$ cat config.mk
export PLATFORM = sky130hd
export DESIGN_NAME = hub75_scan
export DESIGN_NICKNAME = d
export VERILOG_FILES = /design/src/matrix_pkg.sv /design/src/hub75_scan.sv
export VERILOG_INCLUDE_DIRS = /design/src
export SDC_FILE = /design/constraint.sdc
export NUM_CORES = 1
export LEC_CHECK = 0
export BUFFER_PORTS_ARGS = -buffer_cell sky130_fd_sc_hd__buf_4
export CELL_PAD_IN_SITES_DETAIL_PLACEMENT = 1
export CELL_PAD_IN_SITES_GLOBAL_PLACEMENT = 1
export CORE_UTILIZATION = 33
export DETAILED_ROUTE_END_ITERATION = 16
export PLACE_DENSITY_LB_ADDON = 0.12
export SETUP_SLACK_MARGIN = 0.05
export SLEW_MARGIN = 20
export SYNTH_ARGS = -nofsm -noshare
export SYNTH_HDL_FRONTEND = slang
export SYNTH_SLANG_ARGS = --single-unit
$ cat constraint.sdc
create_clock -name sysclk -period 2.25 [get_ports sysclk]
set_input_delay 0.45 -clock sysclk [delete_from_list [all_inputs] [get_ports sysclk]]
set_output_delay 0.45 -clock sysclk [all_outputs]
set_load 0.03 [all_outputs]
$ cat src/matrix_consts.svh
`ifndef MATRIX_CONSTS_SVH
`define MATRIX_CONSTS_SVH

// panel geometry, split into stacked halves
`define SEGMENTS 2
`define ROWS 8
`define COLUMNS 16
`define BITDEPTH 8

// derived address and plane widths
`define ROW_BITS ($clog2(`ROWS))
`define COL_BITS ($clog2(`COLUMNS))
`define PLANE_BITS ($clog2(`BITDEPTH))

// uart bit period in sysclk cycles
`define CLKS_PER_BIT 4

// on-time of plane 0, doubles per plane
`define PLANE_BASE 4

// reply sent once per bank swap
`define ACK_BYTE 8'he0

`endif

$ cat src/matrix_pkg.sv
`include "matrix_consts.svh"

package matrix_pkg;

	// one colour sample
	typedef struct packed {
		logic [`BITDEPTH-1:0] r;
		logic [`BITDEPTH-1:0] g;
		logic [`BITDEPTH-1:0] b;
	} rgb_t;

	// memory word, upper segment in the high bits
	typedef struct packed {
		rgb_t seg0;
		rgb_t seg1;
	} seg_pixel_t;

	// col in the low bits so a plain increment walks row-major
	typedef struct packed {
		logic [`ROW_BITS-1:0] row;
		logic [`COL_BITS-1:0] col;
	} pix_addr_t;

	typedef enum logic [1:0] {SHIFT, LATCH, SHOW, NEXT} scan_state_e;

	typedef enum logic [1:0] {IDLE, START, DATA, STOP} uart_state_e;

endpackage

$ cat src/hub75_scan.sv
`timescale 1ns/1ns
`include "matrix_consts.svh"

module hub75_scan (
	input  logic                   sysclk,
	input  logic                   rst,
	input  matrix_pkg::seg_pixel_t rdata,
	output matrix_pkg::pix_addr_t  raddr,
	output logic [5:0]             rgb,
	output logic [2:0]             a,
	output logic                   oclk,
	output logic                   lat,
	output logic                   oe,
	output logic                   frame_done
);
	import matrix_pkg::*;

	localparam int CW = `COL_BITS;
	localparam int RW = `ROW_BITS;
	localparam int PW = `PLANE_BITS;
	localparam int OW = $clog2(`PLANE_BASE) + `BITDEPTH;

	scan_state_e state;
	logic [CW-1:0] col_cnt;
	logic ph;
	logic [RW-1:0] row_cnt;
	logic [PW-1:0] plane;
	logic [OW-1:0] on_cnt;
	logic frame_end;

	// next column is requested while oclk is high
	assign raddr = '{row: row_cnt, col: col_cnt + CW'(ph)};

	// bank may flip on this pulse, NEXT then fetches from the new front
	assign frame_done = (state == SHOW) && (on_cnt == '0) && frame_end;

	// current plane bit of each channel, seg0 on the low bits
	always_comb begin
		rgb[0] = rdata.seg0.r[plane];
		rgb[1] = rdata.seg0.g[plane];
		rgb[2] = rdata.seg0.b[plane];
		rgb[3] = rdata.seg1.r[plane];
		rgb[4] = rdata.seg1.g[plane];
		rgb[5] = rdata.seg1.b[plane];
	end

	always_ff @(posedge sysclk) begin
		if (rst) begin
			state <= SHIFT;
			col_cnt <= '0;
			ph <= 1'b0;
			row_cnt <= '0;
			plane <= '0;
			on_cnt <= '0;
			frame_end <= 1'b0;
			oclk <= 1'b0;
			lat <= 1'b0;
			oe <= 1'b1;
			a <= '0;
		end else begin
			case (state)
				SHIFT: begin
					// one cycle low, one cycle high per column
					ph <= ~ph;
					oclk <= ~ph;
					if (ph) begin
						if (col_cnt == CW'(`COLUMNS - 1)) begin
							col_cnt <= '0;
							lat <= 1'b1;
							a <= row_cnt;
							state <= LATCH;
						end else begin
							col_cnt <= col_cnt + 1'b1;
						end
					end
				end
				LATCH: begin
					lat <= 1'b0;
					oe <= 1'b0;
					on_cnt <= (OW'(`PLANE_BASE) << plane) - OW'(1);
					frame_end <= (row_cnt == RW'(`ROWS - 1))
						&& (plane == PW'(`BITDEPTH - 1));
					// step row and plane early, SHOW already has its length
					if (row_cnt == RW'(`ROWS - 1)) begin
						row_cnt <= '0;
						plane <= (plane == PW'(`BITDEPTH - 1)) ? '0 : plane + 1'b1;
					end else begin
						row_cnt <= row_cnt + 1'b1;
					end
					state <= SHOW;
				end
				SHOW: begin
					if (on_cnt == '0) begin
						oe <= 1'b1;
						state <= NEXT;
					end else begin
						on_cnt <= on_cnt - 1'b1;
					end
				end
				NEXT: begin
					// prefetch slot for column 0 of the next row
					state <= SHIFT;
				end
			endcase
		end
	end

endmodule

==> Flow_metrics.wiki, run 1 <==
{| class="wikitable"
! Metric !! Value
|-
| Run status || complete, but fails checks
|-
| Failing checks || setup timing
|-
| Critical-path cell list || inv_4, ha_4, or4b_4, nor3_4, and3_4, buf_6
|-
| Worst-path cell with the longest stage delay || sky130_fd_sc_hd__or4b_4
|-
| RSZ-0062 raised after global routing || true
|-
| Mean area per synthesized cell || 8.732 sq um
|-
| Worst setup SP type || register
|-
| Nature of the critical path endpoint || primary output
|-
| Largest delay contributor family on the critical path || simple AND/OR/NAND/NOR gates
|-
| Die footprint || 6673 sq um
|-
| Starting density of the core || 34.78%
|-
| Post-Synthesis Cell Area || 2096 sq um
|-
| Share of the synthesized area in the top cell type || 27.70%
|-
| Starting DRT DRC Count || 90
|-
| Via total after detailed routing || 2110
|-
| Vertical extent of the die || 81.69 um
|-
| Post-synth top cells || sky130_fd_sc_hd__nand2_1, sky130_fd_sc_hd__dfxtp_1, sky130_fd_sc_hd__nor2_1
|-
| RePlAce Congestion || 0.7364
|-
| Max-slew violation total from the final report || 0
|-
| Number of H-tree levels || 2
|-
| Maximum clock frequency || 435.1 MHz
|-
| Actual transition at the worst max-transition pin || 0.4492 ns
|-
| TritonCTS clock tree || done
|-
| CP Class || register to primary output
|-
| All-Layer GR Usage || 19.21%
|-
| Cell Rows || 28
|-
| Highest fanout seen on the critical path || 3
|-
| Number of sinks on the clock net || 29
|-
| Arrival time at the worst endpoint || 1.85 ns
|-
| Buffering stage count on the worst path with inverters included || 2
|-
| Final period util || 102.1%
|-
| Clock slew seen by the registers of the worst setup and hold paths || 0.07 ns
|-
| DRT Wirelength || 6553 um
|-
| Total half-perimeter wirelength after legalization and detailed placement || 4754 um
|-
| Data required, critical path || 1.80 ns
|-
| Number of clock buffers inserted by TritonCTS || 5
|-
| Most used standard cell by instance count after synthesis || sky130_fd_sc_hd__nand2_1
|-
| Number of nets in the final layout || 386
|-
| Warning count from the yosys run || 0
|-
| Number of standard cells after synthesis || 240
|-
| Number of optimization iterations in the first detailed-route pass || 4
|-
| Static leakage power || 1.227 nW
|-
| Pin count of the biggest net entering global routing || 27
|-
| Initial antenna violation count || 0
|-
| Horizontal die dimension || 81.69 um
|-
| Residual DRC count || 0
|-
| Input/output buffers || 69
|-
| Count of placed standard cells in the final layout, fillers left out || 395
|-
| Number of buffers on the longest clock path || 2
|-
| Largest cells by area after synthesis || sky130_fd_sc_hd__dfxtp_1, sky130_fd_sc_hd__mux4_2, sky130_fd_sc_hd__ha_1
|-
| Number of nets in the synthesized netlist || 307
|-
| Placed cell areas || 2724 sq um
|-
| Count of different cell masters after synthesis || 49
|-
| Total setup violations reported at the end of the flow || 1
|-
| EDFF count, synth || 0
|-
| Tightest slew margin relative to the limit || 69.78%
|-
| Min Clock Period, post-route || 2.298 ns
|-
| Placement Setup Slack || 0.07092 ns
|-
| Wire length of the first global-routing pass || 9618 um
|-
| Synth async-reset ratio || 0%
|-
| Worst clock skew on the final layout || 0.004616 ns
|-
| Post-synthesis sequential area ratio || 27.70%
|-
| Max-cap violations || 0
|-
| Area leader, netlist || sky130_fd_sc_hd__dfxtp_1
|-
| Placed insts || 380
|-
| Reg-to-reg slack, setup || 0.01 ns
|-
| Filler cell count || 722
|-
| Main flop type after synthesis || sky130_fd_sc_hd__dfxtp_1
|-
| Slowest cell delay on critical path || 0.49 ns
|-
| Core Footprint || 6026 sq um
|-
| WL per Instance || 16.59 um
|-
| Number of synthesized register bits || 29
|-
| Io pins || 70
|-
| Total non-filler cell area in the finished layout || 2965 sq um
|-
| Routed Antenna Nets || 0
|-
| Root Buffer || sky130_fd_sc_hd__clkbuf_8
|-
| Post-detailed-route via-to-cell ratio || 5.342
|-
| Least setup slack across all paths after layout || -0.04815 ns
|-
| Signed area change from the synthesized netlist to the final layout || 41.49%
|-
| Total gr overflow || 0
|-
| Class of the worst hold path || register to register
|-
| Vias in the first global route || 2002
|-
| Maximum vdd drop || 0.6075 mV
|-
| Share of post-route cells with drive strength above 1 || 38.44%
|-
| Number of antenna cells inserted || 0
|-
| Later-pin clock latency in the skew report || 0.29 ns
|-
| Final-report hold violation count || 0
|-
| Power density over the cells || 845.0 nW/um^2
|}
## tightest hold or removal path, stage by stage (launching register included)
cell and delay, ns:
sky130_fd_sc_hd__dfxtp_1 0.31, sky130_fd_sc_hd__nand2_1 0.06, sky130_fd_sc_hd__a21oi_1 0.05
## layout make-up
| cell class | instances | area, sq um | share of cell area, % |
|---|---|---|---|
| clock buffers | 6 | 82.58 | 2.785 |
| clock inverters | 2 | 37.54 | 1.266 |
| inverters | 11 | 46.29 | 1.561 |
| multi-input cells | 185 | 1450 | 48.90 |
| flip-flops and latches | 29 | 590.6 | 19.92 |
| well taps | 75 | 93.84 | 3.165 |
| repair buffers | 87 | 664.4 | 22.41 |
## per-layer routing
layer,global-route usage (%),wire length [um],part of all wire [%],up-vias
met5,0,0,0,-
met4,6.316,17,0.26,0
met3,4.000,157,2.4,2
met2,32.42,3513,54,27
met1,24.30,2865,44,1041
li1,-,-,-,1040
## metrics by stage
step / total power, mW / TNS (ns) / utilization, % / hold WS (ns)
after global placement: 1.634 / 0 / 45.20 / 0.4514
after CTS: 2.410 / -0.008261 / 48.40 / 0.4756
after detailed placement: 1.665 / 0 / 45.20 / 0.4608
after global routing: 2.640 / -0.08141 / 49.21 / 0.5110
after floorplan: 1.311 / 0 / - / 0.4366
final: 2.506 / -0.04815 / 49.21 / 0.4725
## registers in the layout, indices dropped and copies added, names as in the netlist
signal	count
col_cnt	4
frame_end	1
oe	1
lat	1
a	3
state	2
row_cnt	3
ph	1
plane	3
on_cnt	10
## what timing repair did
item,CTS,global route
hold buffers,0,0
setup endpoints to repair,6,6
endpoints found under the hold margin,0,0
pin swaps,4,8
resized for setup,14,9
buffers inserted,4,3
## cell usage in the layout, fill, tap and decap left out, types with 3 or more instances in the layout
| cell | instances |
|---|---|
| sky130_fd_sc_hd__mux4_2 | 12 |
| sky130_fd_sc_hd__dfxtp_1 | 25 |
| sky130_fd_sc_hd__a21oi_1 | 12 |
| sky130_fd_sc_hd__nand4_1 | 4 |
| sky130_fd_sc_hd__o21ai_0 | 6 |
| sky130_fd_sc_hd__xnor2_1 | 5 |
| sky130_fd_sc_hd__buf_4 | 84 |
| sky130_fd_sc_hd__nand3_1 | 9 |
| sky130_fd_sc_hd__o21a_1 | 3 |
| sky130_fd_sc_hd__inv_1 | 8 |
| sky130_fd_sc_hd__clkbuf_8 | 6 |
| sky130_fd_sc_hd__a31oi_1 | 4 |
| sky130_fd_sc_hd__o211ai_1 | 3 |
| sky130_fd_sc_hd__buf_6 | 3 |
| sky130_fd_sc_hd__nor2_1 | 18 |
| sky130_fd_sc_hd__nand2_1 | 31 |
| sky130_fd_sc_hd__nor3_1 | 8 |
| sky130_fd_sc_hd__ha_1 | 16 |
| sky130_fd_sc_hd__nor2b_1 | 3 |
| sky130_fd_sc_hd__nand2b_1 | 6 |
| sky130_fd_sc_hd__mux2i_1 | 5 |
## kinds of logic after synthesis
family	after synthesis	synth area share [%]
AND/OR/NAND/NOR	95	22.75
AO/OA/AOI/OAI	48	15.52
flip-flops	29	27.70
buffers and inverters	26	5.134
multiplexers	18	15.82
adder cells (fa/ha/maj)	17	10.15
XOR/XNOR	7	2.925
## power by group
group	switching, mW	internal [mW]	total, mW
clock network	0.232	0.360	0.592
registers	0.0974	0.593	0.690
logic	0.609	0.614	1.22
total	0.939	1.57	2.51
## worst paths after layout
path                  start         end  depth (start not counted)
setup / recovery  on_cnt[1]  frame_done                          6
hold / removal    frame_end   frame_end                          2
setup reg to reg  on_cnt[1]   on_cnt[8]                          9
hold reg to reg   frame_end   frame_end                          2
(Power assumes the default switching activity.)
==> run 2: changes to the inputs <==
Settings changed: BUFFER_PORTS_ARGS -buffer_cell sky130_fd_sc_hd__buf_4 to unset, CORE_UTILIZATION 33 to 42, DONT_BUFFER_PORTS set to 1.
==> run 2 against run 1 <==
Net effect:
- the flow still finishes with violations (setup timing)
- flip-flop and latch count unchanged
- global-route usage grew 4.6 points
- sequential power rose by 2%
- first-iteration DRC count increased by 4.4%
- die area decreased by 21%
- largest power group unchanged
- highest routed layer unchanged
==> Flow_metrics.wiki, run 2 (same netlist as run 1, synthesis figures left out) <==
{| class="wikitable"
! Metric !! Value
|-
| Root Buffer || sky130_fd_sc_hd__clkbuf_8
|-
| Max-cap violations || 0 (unchanged)
|-
| Leading cell types in the layout, fill and taps excluded || sky130_fd_sc_hd__dfxtp_1, sky130_fd_sc_hd__nand2_1, sky130_fd_sc_hd__nor2_1
|-
| Number of clock buffers inserted by TritonCTS || 5 (unchanged)
|-
| Vertical extent of the die || 72.64 um (-11%)
|-
| Total setup violations reported at the end of the flow || 1 (unchanged)
|-
| Capture point of the worst path || frame_done
|-
| Routed Antenna Nets || 0 (unchanged)
|-
| Core utilization of the finished layout || 49.95% (+0.74 points)
|-
| Hold buffer count at cts || 0 (unchanged)
|-
| Via total after detailed routing || 1879 (-11%)
|-
| Launch point of the critical path || on_cnt[0]
|-
| Run status || complete, but fails checks
|-
| Multi-input combinational cell area || 1455 sq um (+0.35%)
|-
| Leading cell type in the layout, fill and taps excluded || sky130_fd_sc_hd__dfxtp_1
|-
| Input/output buffers || 0 (-100%)
|-
| Highest fanout seen on the critical path || 5 (+2)
|-
| Die footprint || 5277 sq um (-21%)
|-
| Core Footprint || 4755 sq um (-21%)
|-
| All-Layer GR Usage || 23.79% (+4.6 points)
|-
| Total half-perimeter wirelength after legalization and detailed placement || 4419 um (-7.0%)
|-
| RR Startpoint || on_cnt[0]
|-
| Sequential cell area || 584.3 sq um (-1.1%)
|-
| Nature of the critical path endpoint || primary output
|-
| Internal power contribution || 1.268 mW (-19%)
|-
| Destination of the worst register-to-register timing path || on_cnt[7]
|-
| Starting DRT DRC Count || 94 (+4.4%)
|-
| Horizontal die dimension || 72.64 um (-11%)
|-
| Reg-to-reg slack, setup || 0.06 ns (+0.05 ns)
|-
| TritonCTS clock tree || done
|-
| WL per Instance || 19.17 um (+16%)
|-
| Register ranked first by flip-flop count || on_cnt
|-
| RePlAce Congestion || 0.8858 (+20%)
|-
| Number of optimization iterations in the first detailed-route pass || 4 (unchanged)
|-
| Worst slack on hold paths || 0.2109 ns (-0.2616 ns)
|-
| Share of post-route cells with drive strength above 1 || 21.14% (-17 points)
|-
| Clock slew seen by the registers of the worst setup and hold paths || 0.08 ns (about the same)
|-
| Vias in the first global route || 1938 (-3.2%)
|-
| Total gr overflow || 0 (unchanged)
|-
| Min Clock Period, post-route || 2.294 ns (-0.004589 ns)
|-
| Power density over the cells || 891.4 nW/um^2 (+5.5%)
|-
| Final-report hold violation count || 0 (unchanged)
|-
| Number of buffers on the longest clock path || 2 (unchanged)
|-
| Data required, critical path || 1.80 ns (about the same)
|-
| Maximum vdd drop || 0.4525 mV (-26%)
|-
| Residual DRC count || 0 (unchanged)
|-
| CP Class || register to primary output
|-
| Failing checks || setup timing
|-
| Static leakage power || 0.8593 nW (-30%)
|-
| Number of H-tree levels || 2 (unchanged)
|-
| Starting density of the core || 44.08% (+9.3 points)
|-
| Least setup slack across all paths after layout || -0.04356 ns (+0.004589 ns)
|-
| Power dissipated by switching net loads || 0.8491 mW (-9.6%)
|-
| Worst clock skew on the final layout || 0.01262 ns (+0.008003 ns)
|-
| Later-pin clock latency in the skew report || 0.29 ns (about the same)
|-
| Number of antenna cells inserted || 0 (unchanged)
|-
| Pin count of the biggest net entering global routing || 27 (unchanged)
|-
| Net switching fraction of the power || 40.11% (+2.6 points)
|-
| Sequential fraction of design power || 33.2% (+5.7 points)
|-
| Worst setup SP type || register
|-
| Post-detailed-route via-to-cell ratio || 6.003 (+12%)
|-
| Max-slew violation total from the final report || 0 (unchanged)
|-
| Worst Reg-to-Reg Cells || 6 (-3)
|-
| Signed area change from the synthesized netlist to the final layout || 13.31%
|-
| Wire length of the first global-routing pass || 9459 um (-1.7%)
|-
| Number of flip-flops in the largest register || 10 (unchanged)
|-
| Class of the worst hold path || primary input to register
|-
| Share of total power in combinational logic || 43.3% (-5.5 points)
|-
| Arrival time at the worst endpoint || 1.84 ns (about the same)
|-
| Relative contribution of the clock network to total power || 23.5% (about the same)
|-
| RSZ-0062 raised after global routing || true
|-
| Io pins || 70 (unchanged)
|-
| Final period util || 101.9% (-0.20 points)
|-
| Cell Rows || 25 (-11%)
|-
| Tightest slew margin relative to the limit || 43.86% (-26 points)
|-
| Actual transition at the worst max-transition pin || 0.8345 ns (+0.3853 ns)
|-
| Initial antenna violation count || 0 (unchanged)
|-
| Number of sinks on the clock net || 29 (unchanged)
|-
| Filler cell count || 586 (-19%)
|-
| DRT Wirelength || 6000 um (-8.4%)
|-
| Maximum clock frequency || 436.0 MHz (+0.20%)
|-
| Number of nets in the final layout || 312 (-19%)
|-
| Registers with the highest flip-flop counts || on_cnt x10, col_cnt x4
|}
run 2: cell count changes in the layout (fill, tap and decap cells not counted), sizes merged:
cell      previous run  this run
buf                 87        13
clkbuf               6         7
clkinvlp             1         0
bufinv               1         0
clkinv               1         2
run 2: metrics by stage:
step                      power, mW  instance area (sq um)  setup TNS (ns)  worst slack (ns)  instances
after floorplan               1.311                   2113               0           0.06884        240
after global placement        1.478                   2203               0           0.07737        304
after detailed placement      1.535                   2203         -0.1068          -0.07982        304
after CTS                     2.120                   2356        -0.03840          -0.03840        313
after global routing          2.239                   2375        -0.09963          -0.09963        313
final                         2.117                   2375        -0.04356          -0.04356        313
run 2: worst min-delay path by stage:
stage / from / to / slack (ns) / cells after the start
2_1_floorplan: frame_end / frame_end / 0.44 / 2
6_report: rst / on_cnt[1] / 0.21 / 1
4_1_cts: rst / on_cnt[1] / 0.21 / 1
3_3_place_gp: frame_end / frame_end / 0.45 / 2
3_5_place_dp: frame_end / frame_end / 0.45 / 2
5_1_grt: rst / on_cnt[1] / 0.21 / 1
run 2: cell type report:
| cell class | instances | share of cell area [%] |
|---|---|---|
| flip-flops and latches | 29 | 24.60 |
| well taps | 67 | 3.530 |
| inverters | 11 | 1.739 |
| clock buffers | 7 | 4.057 |
| clock inverters | 1 | 0.2107 |
| repair buffers | 13 | 4.584 |
| multi-input cells | 185 | 61.28 |
run 2: repair_timing:
| action | in CTS | in global routing |
|---|---|---|
| setup endpoints to repair | 10 | 9 |
| pin swaps | 2 | 0 |
| resized for setup | 14 | 7 |
| buffers inserted | 1 | 0 |
| endpoints found under the hold margin | 0 | 0 |
run 2: metal layers:
metal / routed length (um) / global-route usage (%) / share of wire [%] / up-vias
met3: 228 / 4.834 / 3.8 / 11
li1: - / - / - / 887
met2: 3220 / 42.99 / 54 / 49
met1: 2422 / 27.36 / 40 / 932
met5: 0 / 0 / 0 / -
met4: 129 / 9.586 / 2.2 / 0
run 2: critical path: stages, from the launching register on:
cell	delay (ns)
sky130_fd_sc_hd__dfxtp_2	0.35
sky130_fd_sc_hd__inv_2	0.07
sky130_fd_sc_hd__ha_4	0.13
sky130_fd_sc_hd__or4b_4	0.49
sky130_fd_sc_hd__nor3_4	0.18
sky130_fd_sc_hd__and3_4	0.21
sky130_fd_sc_hd__buf_6	0.12
run 2: power groups by stage:
stage	combinational [mW]	sequential [mW]	clock [mW]
global route	1.00	0.714	0.521
finish	0.917	0.704	0.497
CTS	0.913	0.703	0.505
detailed placement	0.823	0.712	0
floorplan	0.605	0.706	0
global placement	0.779	0.700	0
==> run 3: changes to the inputs <==
Settings changed: CORE_UTILIZATION 42 to 40.
==> run 3 against run 2 <==
Net effect:
- the run now ends clean
- wire length is 2.6% lower
- combinational power increased by 13%
- flip-flop and latch count unchanged
- register-to-register slack better by 0.08 ns
- via count is 0.48% lower
- final cell count increased by 2.2%
- clock skew decreased by 0.0075 ns
- setup slack gained 0.047 ns
- cell area rose by 1.6%
- fmax increased by 2.1%
- critical endpoint unchanged
- largest cell class unchanged
==> Flow_metrics.wiki, run 3 (same netlist as run 1, synthesis figures left out) <==
{| class="wikitable"
! Metric !! Value
|-
| Run status || finished, final reports clean
|-
| Maximum clock frequency || 445.2 MHz (+2.1%)
|-
| Number of optimization iterations in the first detailed-route pass || 4 (unchanged)
|-
| Leading cell type in the layout, fill and taps excluded || sky130_fd_sc_hd__nand2_1
|-
| Cell Rows || 25 (unchanged)
|-
| Number of antenna cells inserted || 0 (unchanged)
|-
| Number of H-tree levels || 2 (unchanged)
|-
| Signed area change from the synthesized netlist to the final layout || 15.10%
|-
| Arrival time at the worst endpoint || 1.80 ns (-0.04 ns)
|-
| Actual transition at the worst max-transition pin || 0.4371 ns (-0.3973 ns)
|-
| Residual DRC count || 0 (unchanged)
|-
| Final-report hold violation count || 0 (unchanged)
|-
| Register ranked first by flip-flop count || on_cnt
|-
| Number of flip-flops in the largest register || 10 (unchanged)
|-
| Later-pin clock latency in the skew report || 0.28 ns (about the same)
|-
| Critical-path cell list || inv_2, ha_4, or4b_4, nor3_4, and3_4, buf_6
|-
| Min Clock Period, post-route || 2.246 ns (-0.04713 ns)
|-
| Starting DRT DRC Count || 51 (-46%)
|-
| CP Class || register to primary output
|-
| All-Layer GR Usage || 21.68% (-2.1 points)
|-
| Routed Antenna Nets || 0 (unchanged)
|-
| Total half-perimeter wirelength after legalization and detailed placement || 4253 um (-3.7%)
|-
| Starting density of the core || 42.95% (-1.1 points)
|-
| Io pins || 70 (unchanged)
|-
| Input/output buffers || 0 (unchanged)
|-
| Buffering stage count on the worst path with inverters included || 2 (unchanged)
|-
| Registers with the highest flip-flop counts || on_cnt x10, col_cnt x4
|-
| Placed cell areas || 2233 sq um (+1.4%)
|-
| Total gr overflow || 0 (unchanged)
|-
| Number of buffers on the longest clock path || 2 (unchanged)
|-
| Class of the worst hold path || primary input to register
|-
| Slowest cell delay on critical path || 0.47 ns (-0.02 ns)
|-
| Number of sinks on the clock net || 29 (unchanged)
|-
| Max-slew violation total from the final report || 0 (unchanged)
|-
| TritonCTS clock tree || done
|-
| Die footprint || 5533 sq um (+4.9%)
|-
| Final period util || 99.84% (-2.1 points)
|-
| RSZ-0062 raised after global routing || true
|-
| Highest fanout seen on the critical path || 2 (-3)
|-
| Tightest slew margin relative to the limit || 70.59% (+27 points)
|-
| Largest delay contributor family on the critical path || simple AND/OR/NAND/NOR gates
|-
| Data required, critical path || 1.80 ns (about the same)
|-
| DRT Wirelength || 5842 um (-2.6%)
|-
| Vertical extent of the die || 74.39 um (+2.4%)
|-
| Share of post-route cells with drive strength above 1 || 21.74% (+0.60 points)
|-
| Clock slew seen by the registers of the worst setup and hold paths || 0.06 ns (-0.02 ns)
|-
| Via total after detailed routing || 1870 (-0.48%)
|-
| Pin count of the biggest net entering global routing || 27 (unchanged)
|-
| Wire length of the first global-routing pass || 9045 um (-4.4%)
|-
| Maximum vdd drop || 0.5735 mV (+27%)
|-
| Static leakage power || 0.8870 nW (+3.2%)
|-
| Nature of the critical path endpoint || primary output
|-
| Initial antenna violation count || 0 (unchanged)
|-
| Worst setup SP type || register
|-
| Worst-path cell with the longest stage delay || sky130_fd_sc_hd__or4b_4
|-
| Horizontal die dimension || 74.39 um (+2.4%)
|-
| Worst slack on hold paths || 0.2326 ns (+0.02169 ns)
|-
| WL per Instance || 18.26 um (-4.8%)
|-
| Worst clock skew on the final layout || 0.005107 ns (-0.007512 ns)
|-
| Total setup violations reported at the end of the flow || 0 (-1)
|-
| Leading cell types in the layout, fill and taps excluded || sky130_fd_sc_hd__nand2_1, sky130_fd_sc_hd__dfxtp_1, sky130_fd_sc_hd__buf_4
|-
| Total non-filler cell area in the finished layout || 2412 sq um (+1.6%)
|-
| Core Footprint || 4880 sq um (+2.6%)
|-
| TNS Setup || 0 ns (+0.04356 ns)
|-
| Hold buffer count at cts || 0 (unchanged)
|-
| Vias in the first global route || 1885 (-2.7%)
|-
| Root Buffer || sky130_fd_sc_hd__clkbuf_8
|-
| Number of nets in the final layout || 320 (+2.6%)
|-
| Power density over the cells || 904.5 nW/um^2 (+1.5%)
|-
| Total power after layout || 2.182 mW (+3.1%)
|-
| Number of clock buffers inserted by TritonCTS || 5 (unchanged)
|-
| Post-detailed-route via-to-cell ratio || 5.844 (-2.7%)
|-
| RePlAce Congestion || 0.8223 (-7.2%)
|-
| Max-cap violations || 0 (unchanged)
|}
[run 3: cell types whose count changed in the layout (fill, tap and decap cells not counted), sizes merged]
cell,change
buf,+8
clkinv,-1
[run 3: metrics by stage]
step	util, %	std cells	setup slack [ns]
after global routing	49.44	320	-0.06794
after global placement	45.77	308	0.1493
after floorplan	-	240	0.06884
after CTS	49.28	320	0.01167
final	49.44	320	0.003566
after detailed placement	45.77	308	0.06746
[run 3: layout make-up]
type / instances / area, sq um
repair buffers: 21 / 168.9
inverters: 11 / 41.29
multi-input cells: 185 / 1446
clock buffers: 7 / 86.33
fillers: 593 / 2467
well taps: 67 / 83.83
flip-flops and latches: 29 / 585.6
[run 3: final timing paths]
path	cells after the start	slack (ns)	from	to
worst max-delay path	6	0.004	on_cnt[1]	frame_done
worst min-delay path	1	0.23	rst	on_cnt[1]
worst max register to register	7	0.14	on_cnt[1]	on_cnt[1]
worst min register to register	2	0.47	frame_end	frame_end
[run 3: where the power goes]
group	internal, mW	switching, mW	total (mW)
Combinational	0.491	0.548	1.04
Clock	0.242	0.197	0.439
Sequential	0.589	0.115	0.704
Total	1.32	0.860	2.18
[run 3: what timing repair did]
item | in CTS | in global routing
setup endpoints to repair | 7 | 12
gates resized for setup | 15 | 3
buffers inserted | 5 | 0
pin swaps | 3 | 1
[run 3: metal layers]
metal,GRT usage [%],routed length (um),vias to the layer above
li1,-,-,907
met1,27.20,2509,910
met2,36.44,3001,43
met3,5.420,231,10
met4,6.918,99,0
met5,0,0,-
